File: src/hw/fetch_pkg.sv
/*
 * fetch stage package
 * widths, debug addresses, buffer depths and PC source selectors
 */
package fetch_pkg;

  // instruction address and word
  typedef logic [31:0] addr_t;
  typedef logic [31:0] instr_t;

  // vectored interrupt index inside mtvec
  typedef logic [4:0] irq_vec_t;

  // debug module entry points
  localparam addr_t DM_HALT_ADDR      = 32'h1A11_0800;
  localparam addr_t DM_EXCEPTION_ADDR = 32'h1A11_0808;

  // all internal interrupts share the nmi vector slot
  localparam irq_vec_t IRQ_NM_VEC = 5'd31;

  // word fetch only, no compressed path
  localparam addr_t FETCH_STEP = 32'd4;

  // buffer sizing
  localparam int unsigned FIFO_DEPTH      = 3;
  localparam int unsigned MAX_OUTSTANDING = 2;

  localparam int unsigned FIFO_CNT_W  = $clog2(FIFO_DEPTH + 1);
  localparam int unsigned FIFO_PTR_W  = (FIFO_DEPTH > 1) ? $clog2(FIFO_DEPTH) : 1;
  localparam int unsigned OUTST_CNT_W = $clog2(MAX_OUTSTANDING + 1);
  localparam int unsigned OUTST_PTR_W = (MAX_OUTSTANDING > 1) ? $clog2(MAX_OUTSTANDING) : 1;

  typedef logic [FIFO_CNT_W-1:0]  fifo_cnt_t;
  typedef logic [FIFO_PTR_W-1:0]  fifo_ptr_t;
  typedef logic [OUTST_CNT_W-1:0] outst_cnt_t;
  typedef logic [OUTST_PTR_W-1:0] outst_ptr_t;

  // source of the next PC on a redirect
  typedef enum logic [2:0] {
    PC_BOOT,
    PC_JUMP,
    PC_EXC,
    PC_ERET,
    PC_DRET
  } pc_sel_e;

  // exception vector kind
  typedef enum logic [1:0] {
    EXC_PC_EXC,
    EXC_PC_IRQ,
    EXC_PC_DBD,
    EXC_PC_DBG_EXC
  } exc_pc_sel_e;

endpackage

File: src/hw/pc_select.sv
`timescale 1ns/1ps

/*
 * next PC selection
 * builds the exception vector and picks the redirect target by source
 */
module pc_select import fetch_pkg::*; (
  input  pc_sel_e     pc_mux_i,
  input  exc_pc_sel_e exc_pc_mux_i,
  input  irq_vec_t    exc_cause_i,
  input  logic        irq_int_i,
  input  addr_t       boot_addr_i,
  input  addr_t       branch_target_i,
  input  addr_t       csr_mepc_i,
  input  addr_t       csr_depc_i,
  input  addr_t       csr_mtvec_i,
  output addr_t       target_o
);

  irq_vec_t irq_vec;
  addr_t    exc_pc;
  addr_t    sel_pc;

  // internal interrupts all land on the nmi slot
  assign irq_vec = irq_int_i ? IRQ_NM_VEC : exc_cause_i;

  //////////////////////////////
  // exception vector
  //////////////////////////////

  always_comb begin
    case (exc_pc_mux_i)
      // direct mode base
      EXC_PC_EXC:     exc_pc = {csr_mtvec_i[31:2], 2'b00};
      // vectored slot, 4 bytes per cause
      EXC_PC_IRQ:     exc_pc = {csr_mtvec_i[31:8], 1'b0, irq_vec, 2'b00};
      EXC_PC_DBD:     exc_pc = DM_HALT_ADDR;
      EXC_PC_DBG_EXC: exc_pc = DM_EXCEPTION_ADDR;
      default:        exc_pc = {csr_mtvec_i[31:2], 2'b00};
    endcase
  end

  //////////////////////////////
  // target mux
  //////////////////////////////

  always_comb begin
    case (pc_mux_i)
      PC_BOOT: sel_pc = boot_addr_i;
      PC_JUMP: sel_pc = branch_target_i;
      PC_EXC:  sel_pc = exc_pc;
      // return from trap
      PC_ERET: sel_pc = csr_mepc_i;
      // return from debug mode
      PC_DRET: sel_pc = csr_depc_i;
      default: sel_pc = boot_addr_i;
    endcase
  end

  // word fetch only so the target is always word aligned
  assign target_o = {sel_pc[31:2], 2'b00};

endmodule

File: src/hw/fetch_requester.sv
`timescale 1ns/1ps

/*
 * fetch requester
 * issues word requests on the instruction bus, tags each response with its
 * address and drops responses that belong to the stream before a redirect
 */
module fetch_requester import fetch_pkg::*; (
  input  logic      clk_i,
  input  logic      rst_ni,
  input  logic      pc_set_i,
  input  addr_t     target_i,
  input  logic      instr_gnt_i,
  input  logic      instr_rvalid_i,
  input  instr_t    instr_rdata_i,
  input  logic      instr_bus_err_i,
  input  fifo_cnt_t fifo_count_i,
  output logic      instr_req_o,
  output addr_t     instr_addr_o,
  output logic      push_o,
  output addr_t     push_addr_o,
  output instr_t    push_data_o,
  output logic      push_err_o,
  output logic      busy_o
);

  logic                  en_q;
  addr_t                 addr_q, addr_d;
  addr_t                 redir_addr_q, redir_addr_d;
  logic                  stale_q, stale_d;
  outst_cnt_t            outst_q, outst_d;
  outst_cnt_t            drop_q, drop_d;
  addr_t                 tag_q [MAX_OUTSTANDING];
  outst_ptr_t            tag_wr_q, tag_rd_q;
  logic [FIFO_CNT_W:0]   fill;
  logic                  handoff;
  logic                  dropping;

  function automatic outst_ptr_t next_ptr(input outst_ptr_t ptr);
    if (ptr == outst_ptr_t'(MAX_OUTSTANDING - 1)) begin
      return '0;
    end
    return ptr + 1'b1;
  endfunction

  //////////////////////////////
  // request side
  //////////////////////////////

  // words in flight plus words already buffered
  assign fill = {1'b0, fifo_count_i} + (FIFO_CNT_W + 1)'(outst_q);

  // credit only shrinks on a grant so a raised request holds until handoff
  assign instr_req_o  = en_q & (outst_q < MAX_OUTSTANDING) & (fill < FIFO_DEPTH);
  assign instr_addr_o = addr_q;
  assign handoff      = instr_req_o & instr_gnt_i;

  assign outst_d = outst_q + outst_cnt_t'(handoff) - outst_cnt_t'(instr_rvalid_i);

  always_comb begin
    addr_d       = addr_q;
    redir_addr_d = redir_addr_q;
    stale_d      = stale_q;
    drop_d       = drop_q;
    // after a handoff continue the stream or take the deferred target
    if (handoff) begin
      addr_d  = stale_q ? redir_addr_q : addr_q + FETCH_STEP;
      stale_d = 1'b0;
    end
    if (instr_rvalid_i && dropping) begin
      drop_d = drop_d - 1'b1;
    end
    // a stale request that just went out also owes a dropped response
    if (handoff && stale_q) begin
      drop_d = drop_d + 1'b1;
    end
    if (pc_set_i) begin
      // everything still unanswered after this edge is from the old stream
      drop_d = outst_d;
      if (instr_req_o && !instr_gnt_i) begin
        // bus address must hold so park the target until the grant
        stale_d      = 1'b1;
        redir_addr_d = target_i;
      end else begin
        addr_d = target_i;
      end
    end
  end

  always_ff @(posedge clk_i or negedge rst_ni) begin
    if (!rst_ni) begin
      en_q         <= 1'b0;
      addr_q       <= '0;
      redir_addr_q <= '0;
      stale_q      <= 1'b0;
      outst_q      <= '0;
      drop_q       <= '0;
    end else begin
      // idle until the first redirect
      en_q         <= en_q | pc_set_i;
      addr_q       <= addr_d;
      redir_addr_q <= redir_addr_d;
      stale_q      <= stale_d;
      outst_q      <= outst_d;
      drop_q       <= drop_d;
    end
  end

  //////////////////////////////
  // response side
  //////////////////////////////

  // in-order address tags, one per granted request
  always_ff @(posedge clk_i or negedge rst_ni) begin
    if (!rst_ni) begin
      for (int i = 0; i < MAX_OUTSTANDING; i++) begin
        tag_q[i] <= '0;
      end
      tag_wr_q <= '0;
      tag_rd_q <= '0;
    end else begin
      if (handoff) begin
        tag_q[tag_wr_q] <= addr_q;
        tag_wr_q        <= next_ptr(tag_wr_q);
      end
      if (instr_rvalid_i) begin
        tag_rd_q <= next_ptr(tag_rd_q);
      end
    end
  end

  assign dropping = (drop_q != '0);

  // the FIFO write registers the push
  assign push_o      = instr_rvalid_i & ~dropping;
  assign push_addr_o = tag_q[tag_rd_q];
  assign push_data_o = instr_rdata_i;
  assign push_err_o  = instr_bus_err_i;

  assign busy_o = instr_req_o | (outst_q != '0);

endmodule

File: src/hw/fetch_fifo.sv
`timescale 1ns/1ps

/*
 * fetch FIFO
 * circular buffer of fetched words with address and error, flushed on redirect
 */
module fetch_fifo import fetch_pkg::*; (
  input  logic      clk_i,
  input  logic      rst_ni,
  input  logic      flush_i,
  input  logic      push_i,
  input  addr_t     push_addr_i,
  input  instr_t    push_data_i,
  input  logic      push_err_i,
  input  logic      pop_i,
  output logic      valid_o,
  output addr_t     addr_o,
  output instr_t    data_o,
  output logic      err_o,
  output fifo_cnt_t count_o
);

  addr_t     addr_q [FIFO_DEPTH];
  instr_t    data_q [FIFO_DEPTH];
  logic      err_q  [FIFO_DEPTH];
  fifo_ptr_t rd_ptr_q, wr_ptr_q;
  fifo_cnt_t count_q;
  logic      do_push;
  logic      do_pop;

  function automatic fifo_ptr_t next_ptr(input fifo_ptr_t ptr);
    if (ptr == fifo_ptr_t'(FIFO_DEPTH - 1)) begin
      return '0;
    end
    return ptr + 1'b1;
  endfunction

  // flush wins over a push in the same cycle
  assign do_push = push_i & ~flush_i;
  assign do_pop  = pop_i & valid_o & ~flush_i;

  //////////////////////////////
  // pointers and occupancy
  //////////////////////////////

  always_ff @(posedge clk_i or negedge rst_ni) begin
    if (!rst_ni) begin
      rd_ptr_q <= '0;
      wr_ptr_q <= '0;
      count_q  <= '0;
    end else if (flush_i) begin
      rd_ptr_q <= '0;
      wr_ptr_q <= '0;
      count_q  <= '0;
    end else begin
      if (do_push) begin
        wr_ptr_q <= next_ptr(wr_ptr_q);
      end
      if (do_pop) begin
        rd_ptr_q <= next_ptr(rd_ptr_q);
      end
      count_q <= count_q + fifo_cnt_t'(do_push) - fifo_cnt_t'(do_pop);
    end
  end

  // entry storage
  always_ff @(posedge clk_i or negedge rst_ni) begin
    if (!rst_ni) begin
      for (int i = 0; i < FIFO_DEPTH; i++) begin
        addr_q[i] <= '0;
        data_q[i] <= '0;
        err_q[i]  <= 1'b0;
      end
    end else if (do_push) begin
      addr_q[wr_ptr_q] <= push_addr_i;
      data_q[wr_ptr_q] <= push_data_i;
      err_q[wr_ptr_q]  <= push_err_i;
    end
  end

  // head entry, no bypass from the push side
  assign valid_o = (count_q != '0);
  assign addr_o  = addr_q[rd_ptr_q];
  assign data_o  = data_q[rd_ptr_q];
  assign err_o   = err_q[rd_ptr_q];
  assign count_o = count_q;

endmodule

File: src/hw/if_id_register.sv
`timescale 1ns/1ps

/*
 * IF-ID pipeline register
 * takes the FIFO head when ID is ready and flags valid and new instructions
 */
module if_id_register import fetch_pkg::*; (
  input  logic   clk_i,
  input  logic   rst_ni,
  input  logic   fetch_valid_i,
  input  addr_t  fetch_addr_i,
  input  instr_t fetch_data_i,
  input  logic   fetch_err_i,
  input  logic   pmp_err_if_i,
  input  logic   id_in_ready_i,
  input  logic   pc_set_i,
  input  logic   instr_valid_clear_i,
  output logic   fifo_pop_o,
  output logic   instr_valid_id_o,
  output logic   instr_new_id_o,
  output instr_t instr_rdata_id_o,
  output logic   instr_fetch_err_o,
  output addr_t  pc_id_o,
  output addr_t  pc_if_o
);

  logic valid_d;

  // a redirect squashes the head in that cycle
  assign fifo_pop_o = fetch_valid_i & id_in_ready_i & ~pc_set_i;

  // valid holds until ID clears it
  assign valid_d = fifo_pop_o | (instr_valid_id_o & ~instr_valid_clear_i);

  always_ff @(posedge clk_i or negedge rst_ni) begin
    if (!rst_ni) begin
      instr_valid_id_o  <= 1'b0;
      instr_new_id_o    <= 1'b0;
      instr_rdata_id_o  <= '0;
      instr_fetch_err_o <= 1'b0;
      pc_id_o           <= '0;
    end else begin
      instr_valid_id_o <= valid_d;
      // one cycle pulse after each pop
      instr_new_id_o   <= fifo_pop_o;
      if (fifo_pop_o) begin
        instr_rdata_id_o  <= fetch_data_i;
        // bus and pmp faults both report as a fetch error
        instr_fetch_err_o <= fetch_err_i | pmp_err_if_i;
        pc_id_o           <= fetch_addr_i;
      end
    end
  end

  assign pc_if_o = fetch_addr_i;

endmodule

File: src/hw/if_stage.sv
`timescale 1ns/1ps

/*
 * instruction fetch stage
 * PC select, bus requester, fetch FIFO and IF-ID register
 */
module if_stage import fetch_pkg::*; (
  input  logic        clk_i,
  input  logic        rst_ni,
  input  addr_t       boot_addr_i,
  input  logic        pc_set_i,
  input  pc_sel_e     pc_mux_i,
  input  exc_pc_sel_e exc_pc_mux_i,
  input  irq_vec_t    exc_cause_i,
  input  logic        irq_int_i,
  input  addr_t       branch_target_i,
  input  addr_t       csr_mepc_i,
  input  addr_t       csr_depc_i,
  input  addr_t       csr_mtvec_i,
  input  logic        instr_gnt_i,
  input  logic        instr_rvalid_i,
  input  instr_t      instr_rdata_i,
  input  logic        instr_bus_err_i,
  input  logic        pmp_err_if_i,
  input  logic        id_in_ready_i,
  input  logic        instr_valid_clear_i,
  output logic        instr_req_o,
  output addr_t       instr_addr_o,
  output addr_t       pc_set_target_o,
  output logic        csr_mtvec_init_o,
  output logic        if_busy_o,
  output logic        fifo_pop_o,
  output logic        instr_valid_id_o,
  output logic        instr_new_id_o,
  output instr_t      instr_rdata_id_o,
  output logic        instr_fetch_err_o,
  output addr_t       pc_id_o,
  output addr_t       pc_if_o
);

  addr_t     target;
  logic      push;
  addr_t     push_addr;
  instr_t    push_data;
  logic      push_err;
  logic      fifo_valid;
  addr_t     fifo_addr;
  instr_t    fifo_data;
  logic      fifo_err;
  fifo_cnt_t fifo_count;
  logic      fetch_busy;

  pc_select pc_select_i (
    .pc_mux_i        (pc_mux_i),
    .exc_pc_mux_i    (exc_pc_mux_i),
    .exc_cause_i     (exc_cause_i),
    .irq_int_i       (irq_int_i),
    .boot_addr_i     (boot_addr_i),
    .branch_target_i (branch_target_i),
    .csr_mepc_i      (csr_mepc_i),
    .csr_depc_i      (csr_depc_i),
    .csr_mtvec_i     (csr_mtvec_i),
    .target_o        (target)
  );

  fetch_requester fetch_requester_i (
    .clk_i           (clk_i),
    .rst_ni          (rst_ni),
    .pc_set_i        (pc_set_i),
    .target_i        (target),
    .instr_gnt_i     (instr_gnt_i),
    .instr_rvalid_i  (instr_rvalid_i),
    .instr_rdata_i   (instr_rdata_i),
    .instr_bus_err_i (instr_bus_err_i),
    .fifo_count_i    (fifo_count),
    .instr_req_o     (instr_req_o),
    .instr_addr_o    (instr_addr_o),
    .push_o          (push),
    .push_addr_o     (push_addr),
    .push_data_o     (push_data),
    .push_err_o      (push_err),
    .busy_o          (fetch_busy)
  );

  // redirect flushes buffered words of the old stream
  fetch_fifo fetch_fifo_i (
    .clk_i       (clk_i),
    .rst_ni      (rst_ni),
    .flush_i     (pc_set_i),
    .push_i      (push),
    .push_addr_i (push_addr),
    .push_data_i (push_data),
    .push_err_i  (push_err),
    .pop_i       (fifo_pop_o),
    .valid_o     (fifo_valid),
    .addr_o      (fifo_addr),
    .data_o      (fifo_data),
    .err_o       (fifo_err),
    .count_o     (fifo_count)
  );

  if_id_register if_id_register_i (
    .clk_i               (clk_i),
    .rst_ni              (rst_ni),
    .fetch_valid_i       (fifo_valid),
    .fetch_addr_i        (fifo_addr),
    .fetch_data_i        (fifo_data),
    .fetch_err_i         (fifo_err),
    .pmp_err_if_i        (pmp_err_if_i),
    .id_in_ready_i       (id_in_ready_i),
    .pc_set_i            (pc_set_i),
    .instr_valid_clear_i (instr_valid_clear_i),
    .fifo_pop_o          (fifo_pop_o),
    .instr_valid_id_o    (instr_valid_id_o),
    .instr_new_id_o      (instr_new_id_o),
    .instr_rdata_id_o    (instr_rdata_id_o),
    .instr_fetch_err_o   (instr_fetch_err_o),
    .pc_id_o             (pc_id_o),
    .pc_if_o             (pc_if_o)
  );

  // CSR file loads mtvec from the boot address on the boot redirect
  assign csr_mtvec_init_o = pc_set_i & (pc_mux_i == PC_BOOT);
  assign pc_set_target_o  = target;
  assign if_busy_o        = fetch_busy;

endmodule

File: config.mk
export PLATFORM = sky130hd
export DESIGN_NAME = if_stage
export DESIGN_NICKNAME = d
export VERILOG_FILES = /design/src/hw/fetch_pkg.sv /design/src/hw/pc_select.sv /design/src/hw/fetch_requester.sv /design/src/hw/fetch_fifo.sv /design/src/hw/if_id_register.sv /design/src/hw/if_stage.sv
export SDC_FILE = /design/constraint.sdc
export NUM_CORES = 1
export LEC_CHECK = 0
export BUFFER_PORTS_ARGS = -buffer_cell sky130_fd_sc_hd__buf_2
export CAP_MARGIN = 20
export CORE_ASPECT_RATIO = 0.7
export CORE_MARGIN = 2
export CORE_UTILIZATION = 40
export CTS_CLUSTER_DIAMETER = 120
export CTS_CLUSTER_SIZE = 28
export DETAILED_ROUTE_END_ITERATION = 10
export GPL_TIMING_DRIVEN = 0
export SLEW_MARGIN = 40
export SYNTH_ARGS = -nofsm -noshare
export SYNTH_HDL_FRONTEND = slang
export SYNTH_SLANG_ARGS = --single-unit
File: constraint.sdc
create_clock -name clk_i -period 3.3 [get_ports clk_i]
set_input_delay 0.165 -clock clk_i [delete_from_list [all_inputs] [get_ports clk_i]]
set_output_delay 0.165 -clock clk_i [all_outputs]
set_load 0.02 [all_outputs]
==> summary.md <==
For the via count of the first global-routing pass, the log shows 15690. The tools report the maximum clock frequency as 323.9 MHz. After synthesis, the cell types taking the most area are dfrtp_1 (52%), mux2_2 (13%), mux2i_1 (5.4%), a21oi_1 (4.3%), nor2_1 (3.5%). The tree is rooted in a clkbuf_16. For this block, the initial DRC count from the detailed router was 1478.

The clock net in this run drives a total of 402 sinks. Once detail routing completed, the nets flagged for antenna violations numbered 0. The routed layout has 15640 vias.

The tools report the initial antenna violation count as 1. Overall power consumption after layout is estimated at 18.73 mW. The chip width came out at 266.1 µm. The average cell area after synthesis was 10.85 µm². The worst-case reg-to-reg path depth came out at 8. The total instance count after detailed placement was 2763; the fraction of final layout cells with drive strength greater than 1 was 0.3201.

The clock transition at the registers of the reported paths is 110 ps, and the reg-to-reg setup timing slack is 210 ps. The analysis attributes to cell leakage a power of 10.60 nW. The number of enable-type register cells in the synthesized netlist came out at 0.

For the number of I/O pins, the log shows 379. The area growth from synthesis to layout was 18.93%. The final period demand of the worst path is 3087 ps, and the number of distinct library cells after synthesis is 84. Category of the worst setup path capture point: a flip-flop. Between clock sinks in the finished design, the worst skew comes to 30.87 ps. The number of cells on the worst hold path is 3, and the final worst-path cycle share is 0.9355. The worst hold path belongs to the class in2reg. The synthesized design spends more area on one cell type than any other, namely dfrtp_1. The run gives 0.2505 as the aggregate global-route resource usage. TritonCTS built the clock tree. The count of buffers inserted at the top-level ports works out to 364.

Dominant register cell in the synthesized netlist: dfrtp_1. Measured along the y axis, the die boundary spans 187.4 µm. The run gives 0 ps as the final setup TNS. The run finished with clean final reports.

Yosys instantiated no cell more often than dfrtp_1. For the number of failing hold endpoints at the final stage, the log shows 0. The biggest fanout along the worst timing path is 10, and the post-detailed-routing wire length is 63.12 mm.

The worst setup path is launched from a flip-flop. The run gives 0.4031 as the initial core utilization. For the worst-skew pair, the clock arrives at the later sink with an insertion delay of 560 ps. The kind of critical path was reg2reg. For the final instance area, the log shows 0.02287 mm².

The run gives 0.4794 as the final core utilization. The actual slew at the worst max-slew pin is 880.3 ps, and the final number of setup-violating endpoints is 0. The tools report the critical path data arrival time as 3530 ps. The number of antenna diodes in the final layout is 0.

The mapped netlist covers 0.01923 mm². The tools report the area of the die as 0.04987 mm². The pre-antenna-repair detailed-routing pass consisted of 5 iterations. The top-area cell type share of the netlist area is 0.5231, and the maximum number of pins on one net before global-route repair is 78. The finished layout holds 2820 standard cells, fillers aside. Summed over all nets, the half-perimeter wirelength after detailed placement is 47.85 mm. After floorplanning, the core was sized to cover 0.04770 mm². The areal power density over the cells is 819.1 mW/mm², and the placed instance area is 0.02200 mm². Sorting the synthesized cells by how often they occur yields dfrtp_1 (402), mux2_2 (214), nor2_1 (180). The first global-routing pass estimated 95.70 mm of wire.

The final estimated routing congestion in global placement was 1.009. The portion of the post-synthesis area used by sequential elements was 0.5231; the number of cells produced by synthesis was 1772. Using the TritonRoute via totals, the vias-per-cell ratio works out to 5.546. The run gives 67 as the number of rows created at floorplan.

For the required time of the critical path, the log shows 3740 ps. IR analysis of the VDD net gives a maximum drop of 0.3366 mV. The final layout contains 2418 nets.

The total congestion overflow after global routing was 0; the share of async-settable or async-resettable flops after synthesis was 1.000. The run gives 0 as the number of remaining DRC errors. After clock tree synthesis, the setup repair step added 0 buffers.

The tools report the tightest slew margin relative to the limit as 0.4069. The tools report the H-tree depth as 1. The post-synthesis register bit count works out to 402. The Yosys step of the flow raised 0 warnings. Counting along the longest clock path gives a buffer depth of 3.

The total count of max-transition violations in the final report is 0, and the number of maximum-capacitance constraint violations is 0. Setup repair after global routing left no endpoint under its margin. In the final routed layout, each cell accounts on average for 22.38 µm. Buffers inserted during clock tree synthesis total 18.
[kinds of logic after synthesis]
| logic type | synth area share |
|---|---|
| and+or+nand+nor | 0.1126 |
| AOI/OAI and AO/OA | 0.1269 |
| DFF | 0.5231 |
| muxes | 0.1877 |
| buffers and inverters | 0.03950 |
| xor gates and xnor gates | 0.005010 |
| adders and majority gates | 0.004945 |
| other | 0.0001950 |
[final cells by class]
class | count | area, µm²
fillers | 4480 | 24830
plain buffers | 131 | 645.6
well taps | 621 | 777.0
repair buffers | 406 | 2340
inverters | 28 | 117.6
multi-input cells | 1212 | 8443
clock buffers | 18 | 450.4
flip-flops and latches | 402 | 10060
clock inverters | 2 | 36.28
[metrics by stage]
| stage | setup WS (ps) | hold WS [ps] |
|---|---|---|
| 6_report | 212.8 | 54.39 |
| 5_1_grt | 51.33 | 60.41 |
| 4_1_cts | 188.9 | 67.63 |
| 3_5_place_dp | 204.9 | 104.6 |
| 3_3_place_gp | -5735 | 368.9 |
| 2_1_floorplan | 853.6 | -130.6 |
[layout by cell type, fill, tap and decap left out, drive strengths merged, types with 4 or more instances in the layout]
| master | n |
|---|---|
| buf | 434 |
| dfrtp | 402 |
| mux2 | 217 |
| nor2 | 180 |
| a21oi | 167 |
| nand2 | 150 |
| o21ai | 113 |
| mux2i | 103 |
| clkbuf | 82 |
| dlygate4sd3 | 37 |
| nand3 | 32 |
| o22ai | 29 |
| inv | 28 |
| a2bb2oi | 17 |
| nor2b | 15 |
| nor3 | 13 |
| nand4 | 13 |
| and3 | 12 |
| a2bb2o | 9 |
| xnor2 | 8 |
| o211ai | 8 |
| or3 | 7 |
| o221ai | 7 |
| nor4 | 7 |
| nand2b | 6 |
| or2 | 6 |
| mux4 | 6 |
| a211oi | 6 |
| o31ai | 6 |
| ha | 6 |
| o32a | 5 |
| and4 | 5 |
| o2bb2ai | 4 |
| nor3b | 4 |
[report_power, final]
part / switching, mW / leakage, nW / internal [mW]
logic: 4.85 / 5.26 / 3.22
registers: 1.31 / 5.09 / 6.74
clock network: 1.59 / 0.238 / 1.02
total: 7.75 / 10.6 / 11.0
[routing by layer]
metal | share of wire | track usage
met2 | 0.46 | 0.3992
met4 | 0.034 | 0.08038
met5 | 0 | 0
met3 | 0.064 | 0.04213
met1 | 0.44 | 0.3488
[critical path: stages (launching register included)]
cell,delay [ps]
dfrtp_1,440
ha_1,200
fa_1,500
nand2_1,150
nand3_1,340
buf_2,380
buf_1,590
o221ai_1,210
o21a_1,150
[flip-flops by register name (all words and copies together) (netlist names), named ones only]
name / flops
fetch_fifo_i.data_q: 96
fetch_requester_i.tag_wr_q: 1
fetch_requester_i.instr_addr_o: 32
fetch_fifo_i.rd_ptr_q: 2
fetch_requester_i.outst_q: 2
if_id_register_i.pc_id_o: 32
if_id_register_i.instr_fetch_err_o: 1
fetch_requester_i.en_q: 1
fetch_fifo_i.wr_ptr_q: 2
fetch_requester_i.tag_rd_q: 1
fetch_requester_i.redir_addr_q: 30
fetch_fifo_i.count_o: 2
if_id_register_i.instr_valid_id_o: 1
fetch_fifo_i.addr_q: 96
if_id_register_i.instr_rdata_id_o: 32
if_id_register_i.instr_new_id_o: 1
fetch_requester_i.tag_q: 64
fetch_fifo_i.err_q: 3
fetch_requester_i.drop_q: 2
[path summary, 6_finish.rpt]
check / startpoint / end
setup / recovery: fetch_fifo_i.count_o[0]$_DFF_PN0_ / fetch_requester_i.instr_addr_o[11]$_DFF_PN0_
hold / removal: id_in_ready_i / if_id_register_i.instr_valid_id_o$_DFF_PN0_
setup reg to reg: fetch_fifo_i.count_o[0]$_DFF_PN0_ / fetch_requester_i.instr_addr_o[11]$_DFF_PN0_
hold reg to reg: fetch_fifo_i.addr_q[74]$_DFFE_PN0P_ / fetch_fifo_i.addr_q[74]$_DFFE_PN0P_
max in group asynchronous: rst_ni / fetch_requester_i.instr_addr_o[27]$_DFF_PN0_
min in group asynchronous: rst_ni / if_id_register_i.instr_rdata_id_o[10]$_DFFE_PN0N_
[timing repair]
item	in CTS	in global routing
endpoints found under the setup margin	0	2
hold buffers	37	0
endpoints found under the hold margin	445	0
gates resized for setup	0	3
Power figures use the tool's default switching activity.
